**src/td_pkg.sv**
```systemverilog
`default_nettype none

package td_pkg;

    // ==============================
    // transfer unit and fixed point
    // ==============================

    localparam int TU_SIZE      = 64;  // link symbols in one transfer unit
    localparam int FP_PRECISION = 10;  // fraction bits of the per-tu ratio, scale 1024
    localparam int SYMBOL_BITS  = 8;   // bits carried by one link symbol

    // ==============================
    // format codes
    // ==============================

    // the format word is {misc1[7:6], misc0[7:1]}
    // anything not listed here decodes as 10 bpc, 3 symbols per pixel
    localparam logic [8:0] FMT_RGB_8     = 9'h010;  // rgb, 8 bpc
    localparam logic [8:0] FMT_RGB_16    = 9'h040;  // rgb, 16 bpc
    localparam logic [8:0] FMT_YCC444_8  = 9'h016;  // ycbcr 4:4:4, 8 bpc
    localparam logic [8:0] FMT_YCC444_16 = 9'h046;  // ycbcr 4:4:4, 16 bpc

    // ==============================
    // widths
    // ==============================

    // the tu numerator is at most 16 + 6 + 10 bits, so anything from 32 up works
    localparam int DIV_WIDTH_DEFAULT = 48;

endpackage

`default_nettype wire
```
**src/td_params_if.sv**
```systemverilog
`timescale 1ns/10ps
`default_nettype none

// captured attribute set, capture side to calculation side
interface td_params_if;

    logic [15:0] htotal;     // total pixels per line
    logic [15:0] hwidth;     // active pixels per line
    logic [15:0] vtotal;     // total lines per frame
    logic [15:0] vheight;    // active lines per frame
    logic [8:0]  fmt;        // {misc1[7:6], misc0[7:1]}
    logic [9:0]  stm_bw;     // stream bandwidth
    logic [15:0] lane_bw;    // per-lane bandwidth
    logic [2:0]  lanes;      // 1, 2 or 4
    logic        all_saved;  // all three sources captured, fields above stable

    modport capture
    (
        output htotal, hwidth, vtotal, vheight, fmt, stm_bw, lane_bw, lanes, all_saved
    );

    modport calc
    (
        input  htotal, hwidth, vtotal, vheight, fmt, stm_bw, lane_bw, lanes, all_saved
    );

endinterface

`default_nettype wire

```
**src/timing_decision_top.sv**
```systemverilog
`timescale 1ns/10ps
`default_nettype none

module timing_decision_top
    import td_pkg::*;
#(
    parameter int DIV_WIDTH = DIV_WIDTH_DEFAULT   // shared divider width
)
(
    input  wire         clk,
    input  wire         rst_n,
    input  wire  [9:0]  ms_stm_bw,
    input  wire         ms_stm_bw_valid,
    input  wire         spm_iso_start,
    input  wire  [2:0]  spm_lane_count,
    input  wire  [15:0] spm_lane_bw,
    input  wire  [15:0] htotal,
    input  wire  [15:0] hwidth,
    input  wire  [15:0] vtotal,
    input  wire  [15:0] vheight,
    input  wire  [7:0]  misc0,
    input  wire  [7:0]  misc1,
    input  wire         spm_msa_vld,
    input  wire         h_sync_polarity,
    input  wire         v_sync_polarity,
    output wire         td_vld_data,
    output wire  [1:0]  td_lane_count,
    output wire  [15:0] td_h_active_ctr,
    output wire  [13:0] td_h_blank_ctr,
    output wire  [15:0] td_h_total_ctr,
    output wire  [9:0]  td_v_blank_ctr,
    output wire  [12:0] td_v_active_ctr,
    output wire  [5:0]  td_tu_vld_data_size,
    output wire  [5:0]  td_tu_stuffed_data_size,
    output wire         td_hsync_polarity,
    output wire         td_vsync_polarity,
    output wire  [8:0]  td_misc0_1
);

    td_params_if params_bus ();  // captured set, capture -> calc

    td_param_capture u_capture (
        .clk             (clk),
        .rst_n           (rst_n),
        .ms_stm_bw       (ms_stm_bw),
        .ms_stm_bw_valid (ms_stm_bw_valid),
        .spm_iso_start   (spm_iso_start),
        .spm_lane_count  (spm_lane_count),
        .spm_lane_bw     (spm_lane_bw),
        .htotal          (htotal),
        .hwidth          (hwidth),
        .vtotal          (vtotal),
        .vheight         (vheight),
        .misc0           (misc0),
        .misc1           (misc1),
        .spm_msa_vld     (spm_msa_vld),
        .params          (params_bus.capture)
    );

    td_timing_calc #(
        .DIV_WIDTH (DIV_WIDTH)
    ) u_calc (
        .clk                     (clk),
        .rst_n                   (rst_n),
        .params                  (params_bus.calc),
        .h_sync_polarity         (h_sync_polarity),
        .v_sync_polarity         (v_sync_polarity),
        .td_vld_data             (td_vld_data),
        .td_lane_count           (td_lane_count),
        .td_h_active_ctr         (td_h_active_ctr),
        .td_h_blank_ctr          (td_h_blank_ctr),
        .td_h_total_ctr          (td_h_total_ctr),
        .td_v_blank_ctr          (td_v_blank_ctr),
        .td_v_active_ctr         (td_v_active_ctr),
        .td_tu_vld_data_size     (td_tu_vld_data_size),
        .td_tu_stuffed_data_size (td_tu_stuffed_data_size),
        .td_hsync_polarity       (td_hsync_polarity),
        .td_vsync_polarity       (td_vsync_polarity),
        .td_misc0_1              (td_misc0_1)
    );

endmodule

`default_nettype wire

```
**src/td_timing_calc.sv**
```systemverilog
`timescale 1ns/10ps
`default_nettype none

module td_timing_calc
    import td_pkg::*;
#(
    parameter int DIV_WIDTH = DIV_WIDTH_DEFAULT
)
(
    input  wire          clk,
    input  wire          rst_n,
    td_params_if.calc    params,
    input  wire          h_sync_polarity,
    input  wire          v_sync_polarity,
    output logic         td_vld_data,              // result set valid
    output logic [1:0]   td_lane_count,            // lanes - 1
    output logic [15:0]  td_h_active_ctr,
    output logic [13:0]  td_h_blank_ctr,
    output logic [15:0]  td_h_total_ctr,
    output logic [9:0]   td_v_blank_ctr,
    output logic [12:0]  td_v_active_ctr,
    output logic [5:0]   td_tu_vld_data_size,
    output logic [5:0]   td_tu_stuffed_data_size,
    output logic         td_hsync_polarity,
    output logic         td_vsync_polarity,
    output logic [8:0]   td_misc0_1
);

    localparam logic [1:0] ST_IDLE   = 2'd0;
    localparam logic [1:0] ST_ISSUE  = 2'd1;  // div_start high
    localparam logic [1:0] ST_WAIT   = 2'd2;  // division running
    localparam logic [1:0] ST_HOLD   = 2'd3;  // results out, wait for session end
    localparam logic [2:0] LAST_STEP = 3'd5;

    logic [1:0]           state;
    logic [2:0]           step;       // which division is in flight
    logic                 step_done;
    logic                 last_done;

    logic [4:0]           bpc;        // bits per component
    logic [2:0]           spp;        // symbols per pixel
    logic [5:0]           bpp;        // bits per pixel

    logic [15:0]          w_div;      // hwidth / lanes
    logic [15:0]          act_q;      // active symbols per lane, with x added
    logic [13:0]          blank_q;
    logic [15:0]          total_q;
    logic [15:0]          str_q;      // stream symbols per lane

    logic [18:0]          w_eq;       // hwidth cut to a multiple of lanes
    logic [2:0]           x_adj;
    logic [DIV_WIDTH-1:0] sym_cnt;
    logic [DIV_WIDTH-1:0] str_num;
    logic [DIV_WIDTH-1:0] tu_num;
    logic [5:0]           tu_vld;
    logic [6:0]           tu_stuff;
    logic [15:0]          v_blank;
    logic [2:0]           lanes_m1;

    logic                 div_start;
    logic                 div_done;
    logic [DIV_WIDTH-1:0] div_dividend;
    logic [DIV_WIDTH-1:0] div_divisor;
    logic [DIV_WIDTH-1:0] div_quotient;

    // ==============================
    // format decode
    // ==============================

    always_comb
    begin
        case (params.fmt)
            FMT_RGB_8, FMT_YCC444_8:
            begin
                bpc = 5'd8;
                spp = 3'd3;
                bpp = 6'd24;
            end
            FMT_RGB_16, FMT_YCC444_16:
            begin
                bpc = 5'd16;
                spp = 3'd6;
                bpp = 6'd48;
            end
            default:  // treated as 10 bpc
            begin
                bpc = 5'd10;
                spp = 3'd3;
                bpp = 6'd30;
            end
        endcase
    end

    // ==============================
    // arithmetic between divisions
    // ==============================

    assign w_eq    = w_div * params.lanes;
    // pad only when hwidth does not split evenly across lanes
    assign x_adj   = (w_eq == 19'(params.hwidth)) ? 3'd0 :
                     (bpc == 5'd8)                 ? 3'd3 :
                     (bpc == 5'd16)                ? 3'd6 : 3'd0;
    assign sym_cnt = DIV_WIDTH'(w_eq) * DIV_WIDTH'(bpc) * DIV_WIDTH'(spp)
                     / DIV_WIDTH'(SYMBOL_BITS);
    assign str_num = DIV_WIDTH'(params.stm_bw) * DIV_WIDTH'(bpp) / DIV_WIDTH'(SYMBOL_BITS);
    assign tu_num  = (DIV_WIDTH'(str_q) * DIV_WIDTH'(TU_SIZE)) << FP_PRECISION;

    always_comb
    begin
        case (step)
            3'd0:    div_dividend = DIV_WIDTH'(params.hwidth);
            3'd1:    div_dividend = sym_cnt;
            3'd2:    div_dividend = DIV_WIDTH'(params.htotal - params.hwidth)
                                    * DIV_WIDTH'(params.lane_bw);
            3'd3:    div_dividend = DIV_WIDTH'(params.htotal) * DIV_WIDTH'(params.lane_bw);
            3'd4:    div_dividend = str_num;
            default: div_dividend = tu_num;
        endcase
        case (step)
            3'd2, 3'd3: div_divisor = DIV_WIDTH'(params.stm_bw);   // link time per pixel
            3'd5:       div_divisor = DIV_WIDTH'(params.lane_bw);
            default:    div_divisor = DIV_WIDTH'(params.lanes);
        endcase
    end

    assign div_start = (state == ST_ISSUE);
    assign step_done = (state == ST_WAIT) && div_done;
    assign last_done = step_done && (step == LAST_STEP);

    td_seq_divider #(
        .DIV_WIDTH (DIV_WIDTH)
    ) u_div (
        .clk      (clk),
        .rst_n    (rst_n),
        .start    (div_start),
        .dividend (div_dividend),
        .divisor  (div_divisor),
        .quotient (div_quotient),
        .done     (div_done)
    );

    // ==============================
    // step sequencer
    // ==============================

    always_ff @(posedge clk or negedge rst_n)
    begin
        if (!rst_n)
        begin
            state <= ST_IDLE;
            step  <= 3'd0;
        end
        else if (!params.all_saved)  // session over or not yet complete
        begin
            state <= ST_IDLE;
            step  <= 3'd0;
        end
        else
        begin
            case (state)
                ST_IDLE:  state <= ST_ISSUE;
                ST_ISSUE: state <= ST_WAIT;
                ST_WAIT:
                begin
                    if (div_done)
                    begin
                        step  <= step + 3'd1;
                        state <= (step == LAST_STEP) ? ST_HOLD : ST_ISSUE;
                    end
                end
                default:  state <= ST_HOLD;  // one result set per session
            endcase
        end
    end

    // quotients of steps 0..4, step 5 goes straight to the outputs
    always_ff @(posedge clk)
    begin
        if (step_done)
        begin
            case (step)
                3'd0:    w_div   <= div_quotient[15:0];
                3'd1:    act_q   <= div_quotient[15:0] + 16'(x_adj);
                3'd2:    blank_q <= div_quotient[13:0] + 14'd1;
                3'd3:    total_q <= div_quotient[15:0];
                3'd4:    str_q   <= div_quotient[15:0];
                default: str_q   <= str_q;
            endcase
        end
    end

    // ==============================
    // result registers
    // ==============================

    assign tu_vld   = div_quotient[FP_PRECISION+5:FP_PRECISION];  // integer part
    assign tu_stuff = 7'(TU_SIZE) - {1'b0, tu_vld};
    assign v_blank  = params.vtotal - params.vheight;
    assign lanes_m1 = params.lanes - 3'd1;  // 1/2/4 -> 0/1/3

    always_ff @(posedge clk or negedge rst_n)
    begin
        if (!rst_n)
        begin
            td_vld_data             <= 1'b0;
            td_lane_count           <= '0;
            td_h_active_ctr         <= '0;
            td_h_blank_ctr          <= '0;
            td_h_total_ctr          <= '0;
            td_v_blank_ctr          <= '0;
            td_v_active_ctr         <= '0;
            td_tu_vld_data_size     <= '0;
            td_tu_stuffed_data_size <= '0;
            td_hsync_polarity       <= 1'b0;
            td_vsync_polarity       <= 1'b0;
            td_misc0_1              <= '0;
        end
        else if (!params.all_saved)
        begin
            td_vld_data             <= 1'b0;
            td_lane_count           <= '0;
            td_h_active_ctr         <= '0;
            td_h_blank_ctr          <= '0;
            td_h_total_ctr          <= '0;
            td_v_blank_ctr          <= '0;
            td_v_active_ctr         <= '0;
            td_tu_vld_data_size     <= '0;
            td_tu_stuffed_data_size <= '0;
            td_hsync_polarity       <= 1'b0;
            td_vsync_polarity       <= 1'b0;
            td_misc0_1              <= '0;
        end
        else if (last_done)
        begin
            td_vld_data             <= 1'b1;
            td_lane_count           <= lanes_m1[1:0];
            td_h_active_ctr         <= act_q;
            td_h_blank_ctr          <= blank_q;
            td_h_total_ctr          <= total_q;
            td_v_blank_ctr          <= v_blank[9:0];
            td_v_active_ctr         <= params.vheight[12:0];
            td_tu_vld_data_size     <= tu_vld;
            td_tu_stuffed_data_size <= tu_stuff[5:0];  // 64 - valid, wraps at 64
            td_hsync_polarity       <= h_sync_polarity;
            td_vsync_polarity       <= v_sync_polarity;
            td_misc0_1              <= params.fmt;
        end
    end

endmodule

`default_nettype wire

```
**src/td_param_capture.sv**
```systemverilog
`timescale 1ns/10ps
`default_nettype none

module td_param_capture
(
    input  wire          clk,
    input  wire          rst_n,
    input  wire  [9:0]   ms_stm_bw,        // stream bandwidth
    input  wire          ms_stm_bw_valid,
    input  wire          spm_iso_start,    // session open while high
    input  wire  [2:0]   spm_lane_count,
    input  wire  [15:0]  spm_lane_bw,
    input  wire  [15:0]  htotal,
    input  wire  [15:0]  hwidth,
    input  wire  [15:0]  vtotal,
    input  wire  [15:0]  vheight,
    input  wire  [7:0]   misc0,
    input  wire  [7:0]   misc1,
    input  wire          spm_msa_vld,      // main stream attributes strobe
    td_params_if.capture params
);

    logic iso_d;       // spm_iso_start one clock late
    logic iso_rise;    // lane info is taken here
    logic msa_saved;
    logic bw_saved;
    logic lane_saved;

    assign iso_rise = spm_iso_start & ~iso_d;

    // ==============================
    // captured values
    // ==============================

    always_ff @(posedge clk)
    begin
        if (spm_msa_vld)
        begin
            params.htotal  <= htotal;
            params.hwidth  <= hwidth;
            params.vtotal  <= vtotal;
            params.vheight <= vheight;
            params.fmt     <= {misc1[7:6], misc0[7:1]};  // colorimetry + bpc bits
        end
        if (ms_stm_bw_valid)
        begin
            params.stm_bw <= ms_stm_bw;
        end
        if (iso_rise)
        begin
            params.lane_bw <= spm_lane_bw;
            params.lanes   <= spm_lane_count;
        end
    end

    // ==============================
    // saved flags
    // ==============================

    // a flag falls on any cycle with the session closed and no fresh capture
    always_ff @(posedge clk or negedge rst_n)
    begin
        if (!rst_n)
        begin
            iso_d            <= 1'b0;
            msa_saved        <= 1'b0;
            bw_saved         <= 1'b0;
            lane_saved       <= 1'b0;
            params.all_saved <= 1'b0;
        end
        else
        begin
            iso_d      <= spm_iso_start;
            msa_saved  <= spm_msa_vld | (msa_saved & spm_iso_start);
            bw_saved   <= ms_stm_bw_valid | (bw_saved & spm_iso_start);
            lane_saved <= iso_rise | (lane_saved & spm_iso_start);
            params.all_saved <= msa_saved & bw_saved & lane_saved;  // one more stage
        end
    end

endmodule

`default_nettype wire

```
**src/td_seq_divider.sv**
```systemverilog
`timescale 1ns/10ps
`default_nettype none

// restoring long division, one quotient bit per clock
module td_seq_divider
    import td_pkg::*;
#(
    parameter int DIV_WIDTH = DIV_WIDTH_DEFAULT
)
(
    input  wire                   clk,
    input  wire                   rst_n,
    input  wire                   start,     // latches operands, restarts a running division
    input  wire  [DIV_WIDTH-1:0]  dividend,
    input  wire  [DIV_WIDTH-1:0]  divisor,
    output logic [DIV_WIDTH-1:0]  quotient,  // holds until next start
    output logic                  done       // DIV_WIDTH cycles after start
);

    localparam int CNT_W = $clog2(DIV_WIDTH + 1);

    logic                 busy;
    logic [CNT_W-1:0]     bit_cnt;  // quotient bits still to produce
    logic [DIV_WIDTH-1:0] rem_q;    // partial remainder
    logic [DIV_WIDTH-1:0] dvsr_q;
    logic [DIV_WIDTH:0]   trial;    // remainder with next dividend bit brought down
    logic [DIV_WIDTH:0]   diff;

    // dividend bits leave the top of quotient while result bits enter at the bottom
    assign trial = {rem_q, quotient[DIV_WIDTH-1]};
    assign diff  = trial - {1'b0, dvsr_q};

    always_ff @(posedge clk or negedge rst_n)
    begin
        if (!rst_n)
        begin
            busy    <= 1'b0;
            bit_cnt <= '0;
            done    <= 1'b0;
        end
        else if (start)
        begin
            busy    <= 1'b1;
            bit_cnt <= CNT_W'(DIV_WIDTH);
            done    <= 1'b0;
        end
        else if (busy)
        begin
            bit_cnt <= bit_cnt - CNT_W'(1);
            busy    <= (bit_cnt != CNT_W'(1));
            done    <= (bit_cnt == CNT_W'(1));  // last bit goes in this clock
        end
        else
        begin
            done <= 1'b0;
        end
    end

    always_ff @(posedge clk)
    begin
        if (start)
        begin
            rem_q    <= '0;
            quotient <= dividend;
            dvsr_q   <= divisor;
        end
        else if (busy)
        begin
            if (diff[DIV_WIDTH])  // borrow, keep old remainder
            begin
                rem_q    <= trial[DIV_WIDTH-1:0];
                quotient <= {quotient[DIV_WIDTH-2:0], 1'b0};
            end
            else
            begin
                rem_q    <= diff[DIV_WIDTH-1:0];
                quotient <= {quotient[DIV_WIDTH-2:0], 1'b1};
            end
        end
    end

endmodule

`default_nettype wire

```
**config.mk**
```make
export PLATFORM = sky130hd
export DESIGN_NAME = timing_decision_top
export DESIGN_NICKNAME = d
export VERILOG_FILES = /design/src/td_pkg.sv /design/src/td_params_if.sv /design/src/timing_decision_top.sv /design/src/td_timing_calc.sv /design/src/td_param_capture.sv /design/src/td_seq_divider.sv
export SDC_FILE = /design/constraint.sdc
export NUM_CORES = 2
export LEC_CHECK = 0
export ABC_AREA = 1
export ABC_CLOCK_PERIOD_IN_PS = 7100
export BUFFER_PORTS_ARGS = -buffer_cell sky130_fd_sc_hd__buf_2
export CAP_MARGIN = 0
export CORE_MARGIN = 8
export CORE_UTILIZATION = 37
export DETAILED_ROUTE_END_ITERATION = 12
export HOLD_SLACK_MARGIN = 0.03
export SYNTH_ARGS = -nofsm -noshare
export SYNTH_HDL_FRONTEND = slang
export SYNTH_SLANG_ARGS = --single-unit
```
**constraint.sdc**
```tcl
create_clock -name clk -period 7.1 [get_ports clk]
set_clock_uncertainty 0.15 [all_clocks]
set_input_delay 0.71 -clock clk [delete_from_list [all_inputs] [get_ports clk]]
set_output_delay 0.71 -clock clk [all_outputs]
set_load 0.03 [all_outputs]
```
==> summary.txt <==
Synth
  – Synth Flop Type: edfxtp_1
  – #FFs+latches synth: 395
  – Register area share after synthesis: 0.234
  – Synth cell types: 53
  – Fraction of registers with async set/reset: 0.284
  – Cells after Synth: 5856
  – Yosys warning count: 0
  – Syn_nets: 6902
  – Mean post-synth cell area: 7.90 um^2
  – Post-synth EDFFs: 235
  – Mapped Area: 0.0463 mm^2

Clock network
  – Clock network latency to the later pin of the worst-skew pair: 650 ps
  – Max clock buf depth: 3
  – TritonCTS buffer count: 47
  – Clock root buffer: clkbuf_16
  – Clock transition at path regs: 60 ps
  – CTS H-Tree Depth: 2
  – Clock sink count: 395
  – CTS tree: done

Global routing
  – Antenna violations before repair: 3
  – First-pass GRT wire length: 242000 um
  – Largest net degree at the start of global routing: 95
  – GRT Total Usage: 0.224
  – Vias in the first global route: 42.4k
  – Grt ovf: 0

Floorplanning
  – Initial Util: 0.373
  – Core footprint: 0.124 mm^2
  – Full die area: 0.137 mm^2
  – Die height: 370 um
  – Die width: 370 um
  – Cell Rows: 129
  – IO Pins: 211

Routing
  – Wirelength per Cell: 19.2 um
  – DR vias: 42.2k
  – Drt via density: 5.10
  – Final WL: 159000 um
  – Final ANT Viol Nets: 0
  – Drt pass-1 iters: 8
  – DRC violations left: 0
  – 1st-iter DRT viols: 3143

Critical path
  – Worst R2R End: u_calc.u_div.quotient[41]
  – Kind of critical path: flip-flop to flip-flop
  – R2R depth: 37
  – Slowest-stage cell, CP: fa_2
  – Worst r2r src: u_capture.params.hwidth[9]
  – CP endpoint kind: flip-flop
  – R2R Setup Slk: -320 ps
  – CP dominant cell by count: nand2_2
  – Startpoint Class: flip-flop
  – Crit-path max FO: 7
  – CP peak stage delay: 560 ps
  – Critical Path RT: 7330 ps
  – CP arrival: 7650 ps

Min path
  – Worst Hold Depth: 1
  – Hold Crit Class: primary input to flip-flop
  – Worst Hold Path EP: u_capture.params.vheight[2]
  – Min-delay src: vheight[2]

Timing
  – Tmin final: 7420 ps
  – Fmax: 0.135 GHz
  – Smallest hold slack: 84.4 ps
  – Fin crit share: 1.05
  – Final WS setup: -320 ps
  – Actual slew at the worst max-slew pin: 1150 ps
  – Setup_tns: -8690 ps
  – Relative slew slack: 0.229
  – Slew Viols, Final: 0
  – Final setup fails: 36
  – Fin. Hold Viols: 0
  – Unrepaired setup endpoints after global routing: yes

Flow run
  – Max-capacitance violation count: 0

Finish
  – Area Overhead vs Synth: 30.2%
  – Layout cell share with drive strength beyond 1: 0.262
  – Nets: 7648
  – Biggest regs: u_calc.u_div.quotient: 48 flops, u_calc.u_div.rem_q: 48 flops
  – Fill count: 11.7k

Outcome
  – Violated checks: setup timing
  – Status: finished, violations left

Placement
  – DP Wirelength: 125000 um
  – Routability cong.: 1.00
  – IO Port Bufs: 194
layer usage:
layer | global-route usage | part of all wire | vias to the layer above
met3 | 0.0289 | 0.060 | 338
met2 | 0.371 | 0.47 | 1367
li1 | - | - | 19712
met4 | 0.102 | 0.058 | 0
met5 | 0 | 0 | -
met1 | 0.293 | 0.41 | 20813
worst max-delay path: cells and delay by family, from the launching register on:
| kind | cells | cell delay, ps |
|---|---|---|
| AOI/OAI and AO/OA | 2 | 400 |
| adders and majority gates | 8 | 3760 |
| DFF | 1 | 470 |
| buffers and inverters | 11 | 980 |
| and+or+nand+nor | 16 | 1360 |
through the flow:
stage | util | cells | setup WS [ps] | cell area [um^2]
floorplan | - | 5856 | 22.7 | 46300
global route | 0.486 | 8276 | -645 | 60200
detailed placement | 0.426 | 8028 | -952 | 52800
finish | 0.486 | 8278 | -320 | 60300
global placement | 0.426 | 8028 | -979 | 52800
CTS | 0.466 | 8212 | -203 | 57700
area by class of cell:
type | count | area [um^2] | share of cell area
timing repair buffer | 884 | 6680 | 0.111
multi-input combinational | 4065 | 34500 | 0.572
antenna | 2 | 5.00 | 0.0000831
clock inverter | 24 | 360 | 0.00598
inverter | 1209 | 4570 | 0.0758
sequential | 395 | 10800 | 0.180
clock buffer | 62 | 1280 | 0.0213
tap | 1637 | 2050 | 0.0340
how the worst max path moves through the flow:
stage / startpoint / end / slack, ps / cells after the start
6_report: u_capture.params.hwidth[9] / u_calc.u_div.quotient[41] / -320 / 37
5_1_grt: u_capture.params.hwidth[9] / u_calc.u_div.quotient[36] / -640 / 36
4_1_cts: u_capture.params.hwidth[9] / u_calc.u_div.quotient[27] / -200 / 34
3_5_place_dp: u_calc.w_div[2] / u_calc.u_div.quotient[23] / -950 / 37
3_3_place_gp: u_calc.w_div[2] / u_calc.u_div.quotient[23] / -980 / 37
2_1_floorplan: u_capture.params.lanes[0] / u_calc.u_div.quotient[20] / 20 / 39
cells in the final DEF, fill, tap and decap left out, drive strengths merged, types with 5 or more instances in the layout:
cell    instances
nor3           33
dfrtp         112
xor2           50
xnor2          28
fa            569
bufinv          5
dfxtp          48
nand2        1458
clkinv         22
a21oi         225
a22o           63
o211ai          5
a21o            9
o21a            9
buf           882
o21bai         21
nor4           12
or2            23
clkbuf         62
a31oi          14
and2            6
edfxtp        235
nand3b         20
nand3         371
nor2          474
o21ai         226
ha            361
o22ai          16
nand4          49
inv          1202
cell usage after synthesis, types with 5 or more instances:
cell type	number	area share
nand2_2	6	0.00081
buf_1	9	0.00073
nor2_1	466	0.038
inv_1	1192	0.097
nand4_1	49	0.0066
xor2_1	50	0.0095
a22o_1	63	0.012
inv_2	7	0.00057
and2_1	6	0.00081
nor2_2	7	0.00095
nor4_1	12	0.0016
o21a_1	9	0.0015
a21o_1	9	0.0015
nand2_1	1452	0.12
o22ai_1	16	0.0022
a31oi_1	13	0.0018
nand3_1	371	0.040
buf_6	5	0.0012
o21bai_1	19	0.0031
ha_1	361	0.098
xnor2_1	28	0.0053
edfxtp_1	235	0.15
or2_2	19	0.0026
clkbuf_1	152	0.012
nor3_1	33	0.0036
dfrtp_1	112	0.061
clkinv_1	10	0.00081
dfxtp_1	48	0.021
o21ai_1	29	0.0031
a21oi_1	222	0.024
o21ai_0	196	0.021
o211ai_1	5	0.00081
nand3b_1	20	0.0032
fa_1	569	0.25
buf_2	20	0.0022
repair_timing:
action                     CTS  global route
buffers inserted           100            68
hold endpoints to repair    49             0
resized for setup          575           514
pin swaps                  259           292
hold buffers                 2             0
setup endpoints to repair   42            48
cells by family after synthesis:
family | share of synthesized area
buffers and inverters | 0.115
AND/OR/NAND/NOR | 0.218
XOR/XNOR | 0.0148
AO/OA/AOI/OAI | 0.0755
adder cells (fa/ha/maj) | 0.344
flip-flops | 0.234
Power is left out: the tool's default activity adds up to more than one toggle a clock period on the data nets, which glitch-free logic cannot reach.
